### src/logic/icache_pkg.sv
package icache_pkg;

    ////////////////////
    // cache geometry
    ////////////////////

    // set index bits, 16 sets by default
    localparam int index_width_def  = 4;

    // word-in-line bits, 4 words per line by default
    localparam int offset_width_def = 2;

    ////////////////////
    // fixed widths
    ////////////////////

    localparam int addr_w = 32;
    localparam int word_w = 32;

    // dual-issue response
    localparam int pair_w = 2 * word_w;

    // tied to the single LRU bit per set
    localparam int ways = 2;

endpackage

### src/logic/icache_ctrl.sv
`timescale 1ns/1ps

module icache_ctrl import icache_pkg::*; #(
    parameter int index_width  = index_width_def,
    parameter int offset_width = offset_width_def
) (
    input  logic                   clk,
    input  logic                   rstn,
    input  logic                   fetch_valid,
    input  logic                   fetch_hold,
    input  logic                   op_valid,
    input  logic [index_width-1:0] op_index,
    input  logic [addr_w-1:0]      req_vaddr,
    input  logic [addr_w-1:0]      req_paddr,
    input  logic                   req_uncached,
    input  logic [ways-1:0]        hit,
    input  logic [ways-1:0]        valid_bits,
    input  logic                   victim,
    output logic                   accept,
    output logic                   busy,
    output logic                   rsp_valid,
    output logic                   op_done,
    output logic                   mem_req,
    output logic [addr_w-1:0]      mem_addr,
    output logic                   mem_uncached,
    input  logic                   mem_data_ok,
    output logic [ways-1:0]        fill_en,
    output logic                   use_en,
    output logic                   used_way,
    output logic                   inv_en,
    output logic                   choose_return,
    output logic                   choose_way
);

    localparam int line_lsb = offset_width + 2;
    localparam int set_msb  = line_lsb + index_width - 1;

    typedef enum logic [1:0] {s_idle, s_look, s_wait, s_inv} state_t;

    state_t state;
    state_t state_nxt;
    logic   look_hit;
    logic   look_mem;
    logic   mem_done;
    logic   op_acc;
    logic   pick_way;
    logic   fill_way;

    ////////////////////
    // lookup decision
    ////////////////////

    assign look_hit = (state == s_look) && !req_uncached && (|hit);
    // miss or uncached
    assign look_mem = (state == s_look) && !look_hit;
    assign mem_done = (state == s_wait) && mem_data_ok;

    // empty way first, way 0 before way 1
    always_comb begin
        if (!valid_bits[0]) begin
            pick_way = 1'b0;
        end else if (!valid_bits[1]) begin
            pick_way = 1'b1;
        end else begin
            pick_way = victim;
        end
    end

    assign busy   = look_mem || (state == s_wait);
    assign accept = fetch_valid && !busy && !fetch_hold;
    // fetch wins over a cache op
    assign op_acc = op_valid && !fetch_valid && !busy && !fetch_hold;

    ////////////////////
    // state machine
    ////////////////////

    always_comb begin
        state_nxt = s_idle;
        if (look_mem) begin
            state_nxt = s_wait;
        end else if ((state == s_wait) && !mem_data_ok) begin
            state_nxt = s_wait;
        end else if (accept) begin
            state_nxt = s_look;
        end else if (op_acc) begin
            state_nxt = s_inv;
        end
    end

    always_ff @(posedge clk) begin
        if (!rstn) begin
            state <= s_idle;
        end else begin
            state <= state_nxt;
        end
    end

    // victim fixed at miss time
    always_ff @(posedge clk) begin
        if (look_mem) begin
            fill_way <= pick_way;
        end
    end

    ////////////////////
    // outputs
    ////////////////////

    assign rsp_valid = look_hit || mem_done;
    assign op_done   = (state == s_inv);
    // both valid bits of the set drop on the accept edge
    assign inv_en    = op_acc;

    assign mem_req      = busy;
    assign mem_uncached = req_uncached;
    assign mem_addr     = req_uncached ? {req_paddr[addr_w-1:2], 2'b00}
                                       : {req_paddr[addr_w-1:line_lsb], {line_lsb{1'b0}}};

    // no fill for uncached data
    assign fill_en  = (mem_done && !req_uncached) ? {fill_way, !fill_way} : '0;
    assign use_en   = look_hit || (mem_done && !req_uncached);
    assign used_way = (state == s_wait) ? fill_way : hit[1];

    assign choose_return = (state == s_wait);
    assign choose_way    = hit[1];

    a_mem_hold: assert property (
        @(posedge clk) disable iff (!rstn)
        mem_req && !mem_data_ok |=> mem_req && $stable(mem_addr)
    );

    // arrays are indexed virtually and filled at the same set
    a_index_alias: assert property (
        @(posedge clk) disable iff (!rstn)
        (state == s_look) |-> (req_vaddr[set_msb:0] == req_paddr[set_msb:0])
    );

    a_op_index_known: assert property (
        @(posedge clk) disable iff (!rstn)
        op_acc |-> !$isunknown(op_index)
    );

endmodule

### config.mk
export PLATFORM = sky130hd
export DESIGN_NAME = icache_ctrl
export DESIGN_NICKNAME = d
export VERILOG_FILES = /design/src/logic/icache_pkg.sv /design/src/logic/icache_ctrl.sv
export SDC_FILE = /design/constraint.sdc
export NUM_CORES = 1
export LEC_CHECK = 0
export BUFFER_PORTS_ARGS = -buffer_cell sky130_fd_sc_hd__buf_4
export CORE_MARGIN = 2
export CORE_UTILIZATION = 22
export DETAILED_ROUTE_END_ITERATION = 16
export HOLD_SLACK_MARGIN = 0.08
export PLACE_DENSITY_LB_ADDON = 0.05
export SLEW_MARGIN = 5
export SYNTH_ARGS = -nofsm -noshare
export SYNTH_HDL_FRONTEND = slang
export SYNTH_SLANG_ARGS = --single-unit
### constraint.sdc
create_clock -name clk -period 1.6 [get_ports clk]
set_input_delay 0.32 -clock clk [delete_from_list [all_inputs] [get_ports clk]]
set_output_delay 0.32 -clock clk [all_outputs]
set_load 0.05 [all_outputs]
---- Word level (Yosys, flattened, before mapping) ----
Index checks and enable logic that the tools add are counted.
storage, ports and cells
  register bits after elaboration ......... 3
  logic and storage cells ................. 38
operators by class
  equality and inequality tests ........... 3
  muxes and demuxes ....................... 8
  bitwise gates (word level) .............. 1
  reductions and logical operators ........ 23
operators with widths
  operator                                                                number
  1-bit logical AND                                                       11
  2-bit two-way mux                                                       5
  1-bit zero test                                                         7
  2-bit equality test (second input constant)                             2
  4-bit two-way mux                                                       1
  1-bit logical OR                                                        3
  3-bit OR reduction                                                      1
  2-bit by 1-bit equality test with 1-bit output (second input constant)  1
  1-bit two-way mux                                                       2
  2-bit OR reduction                                                      1
  1-bit inverter                                                          1

---- Logic depth before layout (Yosys ltp) ----
  word-level depth ........................ 13
  gate-level depth with buffers ........... 4
  gate-level depth less buffers ........... 3

---- Worst setup path after synthesis ----
Ideal clock, no wire load.
  path kind ............................... reg2out
  start point ............................. reg state[1]
  end point ............................... out inv_en
  arrival time ............................ 2159 ps
  path slack .............................. -879 ps
  stages on the path, launching flop included .. 4
  path buffers ............................ 1
  cells stage by stage .................... dfxtp_1 -> nor2b_4 -> buf_6 -> nor4_1
on the way
  elaborated cells between the ends (all ways) .. 10
RTL lines
  what                            RTL line           text
  start, declared                 icache_ctrl.sv:40  state_t state;
  start signal, assigned          icache_ctrl.sv:93  state <= s_idle;
  start signal, assigned          icache_ctrl.sv:95  state <= state_nxt;
  2-bit equality test             n/a
  named net choose_return         icache_ctrl.sv:31  output logic choose_return,
  1-bit logical OR                icache_ctrl.sv:69  assign busy = look_mem || (state == s_wait);
  1-bit zero test                 icache_ctrl.sv:72  assign op_acc = op_valid && !fetch_valid && !busy && !fetch_hold;
  1-bit logical AND (2 in a row)  icache_ctrl.sv:72
  end, declared                   icache_ctrl.sv:30  output logic inv_en,
The timed path passes the listed nets, and every way through them passes these cells.

---- Worst setup path after layout ----
  start point ............................. reg state[1]
  end point ............................... out accept
on the way
  cells in the longest elaborated chain, start to end .. 9
  elaborated cells between the ends (all ways) .. 10
ends and longest elaborated chain
  what                                            RTL line                              text
  2-bit by 1-bit equality test with 1-bit output  icache_ctrl.sv:53, icache_ctrl.sv:55
  1-bit logical AND (2 in a row)                  icache_ctrl.sv:53                     assign look_hit = (state == s_look) && !req_uncached && (|hit);
  1-bit zero test                                 icache_ctrl.sv:55                     assign look_mem = (state == s_look) && !look_hit;
  1-bit logical AND                               icache_ctrl.sv:55
  1-bit logical OR *                              icache_ctrl.sv:69
  1-bit zero test *                               icache_ctrl.sv:70                     assign accept = fetch_valid && !busy && !fetch_hold;
  1-bit logical AND * (2 in a row)                icache_ctrl.sv:70
  end, declared                                   icache_ctrl.sv:19                     output logic accept,
Every way passes the cells marked *; elsewhere a longest branch is shown, timed or not.

==> results.toml <==
[run_status]
status = "finished with violations"
violations = "negative setup slack"

[yosys]
synthCells = 64
ys_ff_latch = 3
synth.most_common_cell = "buf_4"
yosysUniqueCellTypes = 25
synth_top_cell_by_area = "buf_4"
syn_avg_cell_area_um2 = 8.43
synth_top_area_share_pct = 45.9
synth.area.mux_share_pct = 2.78
syn_area_um2 = 539
ys_async_sr_fraction_pct = 0
synth_edf_count = 1
synth_warnings = 0
synth_xor_area_share_pct = 0
synthTopCellsByCount = "33 x buf_4, 3 x and2_1"
ys.flop_type = "dfxtp_1"
synth-adder-area-share_pct = 0
ys_seq_area_share_pct = 13.0
synth_top_family_by_area = "buffers and inverters"
synthTopCellsByArea = "buf_4 46%, dfxtp_1 7.4%, edfxtp_1 5.6%, and2_1 3.5%, mux2_4 2.8%"
synth_compound_area_share_pct = 11.4
synthSimpleGateAreaFrac_pct = 22.7

[critical_path]
crit_path_end_kind = "primary output"
required_ps = 1280
crit_path_start_kind = "flip-flop"
path_class = "flip-flop to primary output"
critPathArrivalTime_ps = 1320
cp_max_fo = 6

[timing]
hold_violations = 0
hold_ws_ps = 299
finalCritPeriodShare_pct = 102
final-max-slew-violation-count = 0
worst_slack_ps = -35.2
clock.fmax_ghz = 0.612
final-setup-viol-count = 2
finalCriticalPeriod_ps = 1640
rsz0062_at_grt = "yes"
final.setup_skew_ps = 0.490

[floorplanning]
die_w_um = 53.5
row_count = 17
fp.dieArea_um2 = 2860
initial_core_util_pct = 23.9
pin_count = 125
core_um2 = 2250
die_h_um = 53.5

[global_route]
grt_max_degree = 7
grt_pass1_vias = 372
grt_overflow_total = 0
grt_pass1_wl_mm = 1.57
track_usage_pct = 7.80
antenna_found_initial = 0

[clocking]
clk_path_buf_depth = 2
hold_buffers = 0
root_buffer = "clkbuf_4"
insertion_delay_ps = 230
clock-sinks = 3
tritoncts = "done"
clk_pin_slew_worst_paths_ps = 40
htree_num_levels = 1
cts_buffers = 3

[power_and_ir_drop]
powerDensity_nw_per_um2 = 690
power_uw = 467
p_leak_nw = 0.314
peakVddDrop_uv = 403

[min_path]
worstHoldPathType = "input pin to flip-flop"

[detailed_routing]
post_drt_wl_per_cell_um = 11.0
routed_wl_mm = 1.06
drtPass1Iterations = 1
drt_first_iter_violations = 0
vias_per_cell = 4.04
drc = 0
vias = 388
detail-route-antenna-nets = 0

[final_layout]
instances_no_fill = 96
antenna_cells = 0
layout.nets = 149
area_growth_pct = 25.5
drive_above_1_share_pct = 69.1

[placement]
placedCellCount = 89
place.port_buffers = 28
gp_congestion = 0.601

[flow_run]
drv_cap = 0
==> worst paths after layout <==
| check | start | to | slack, ps | cells past startpoint |
|---|---|---|---|---|
| min reg2reg | state[0] | state[0] | 790 | 3 |
| min | rstn | state[1] | 300 | 2 |
| max | state[1] | accept | -40 | 4 |
| max reg2reg | state[0] | fill_way | 500 | 3 |
==> metrics by stage <==
step / setup slack [ps] / TNS, ps / cell area, um2 / utilization, %
floorplan: -191 / -191 / 591 / -
global placement: 83.0 / 0 / 583 / 25.9
detailed placement: 85.4 / 0 / 583 / 25.9
CTS: -41.3 / -198 / 641 / 28.4
global route: -91.8 / -277 / 677 / 30.0
finish: -35.2 / -48.0 / 677 / 30.0
==> registers in the layout (all words and copies together) (netlist names) <==
name / flops
state: 2
fill_way: 1
==> critical path: stages (launching register included) <==
cell and delay, ps:
dfxtp_4 350, nor2b_4 150, buf_6 130, nor4b_4 260, buf_6 190
==> layer usage <==
metal / GRT usage (%) / wire length [um] / part of all wire [%] / vias up
met5: 0 / 0 / 0 / -
met4: 5.98 / 8 / 0.76 / 0
met3: 3.95 / 116 / 11 / 4
met2: 11.3 / 500 / 47 / 22
met1: 8.56 / 432 / 41 / 177
li1: - / - / - / 185
==> power by group <==
group          total (mW)  switching [mW]  internal, mW
combinational       0.243           0.142         0.101
clock               0.133          0.0398        0.0935
sequential         0.0906         0.00669        0.0839
total               0.467           0.189         0.279
==> cell usage in the layout (no fill, tap or decap) <==
cell type   n
buf_4      24
buf_6       9
and2_1      3
clkbuf_4    3
nor2b_4     2
inv_1       2
o21ai_0     2
o21a_1      2
conb_1      2
dfxtp_4     2
and4bb_1    1
nor2_1      1
o21a_4      1
or2_4       1
nand2b_1    1
nor4_4      1
nor4b_4     1
nand3b_1    1
o41ai_2     1
and4b_1     1
a21oi_2     1
mux2_4      1
nor4_1      1
a21boi_0    1
nor3b_1     1
clkbuf_1    1
edfxtp_1    1
==> timing repair <==
item	CTS	global route
pin swaps	2	4
resized for setup	5	8
setup buffers	2	1
endpoints found under the setup margin	7	9
cloned	0	0
==> area by class of cell <==
type | count | area [um2]
Tap cell | 28 | 35.0
Clock buffer | 4 | 26.3
Fill cell | 254 | 1580
Timing Repair Buffer | 33 | 282
Multi-Input combinational cell | 26 | 249
Sequential cell | 3 | 77.6
Inverter | 2 | 7.51
==> kinds of logic after synthesis <==
group                  after synthesis
muxes                                1
AOI/OAI and AO/OA                    8
and+or+nand+nor                     15
DFF                                  3
buffers and inverters               36
other                                1
Note: power is estimated with default switching activity, not from simulation.
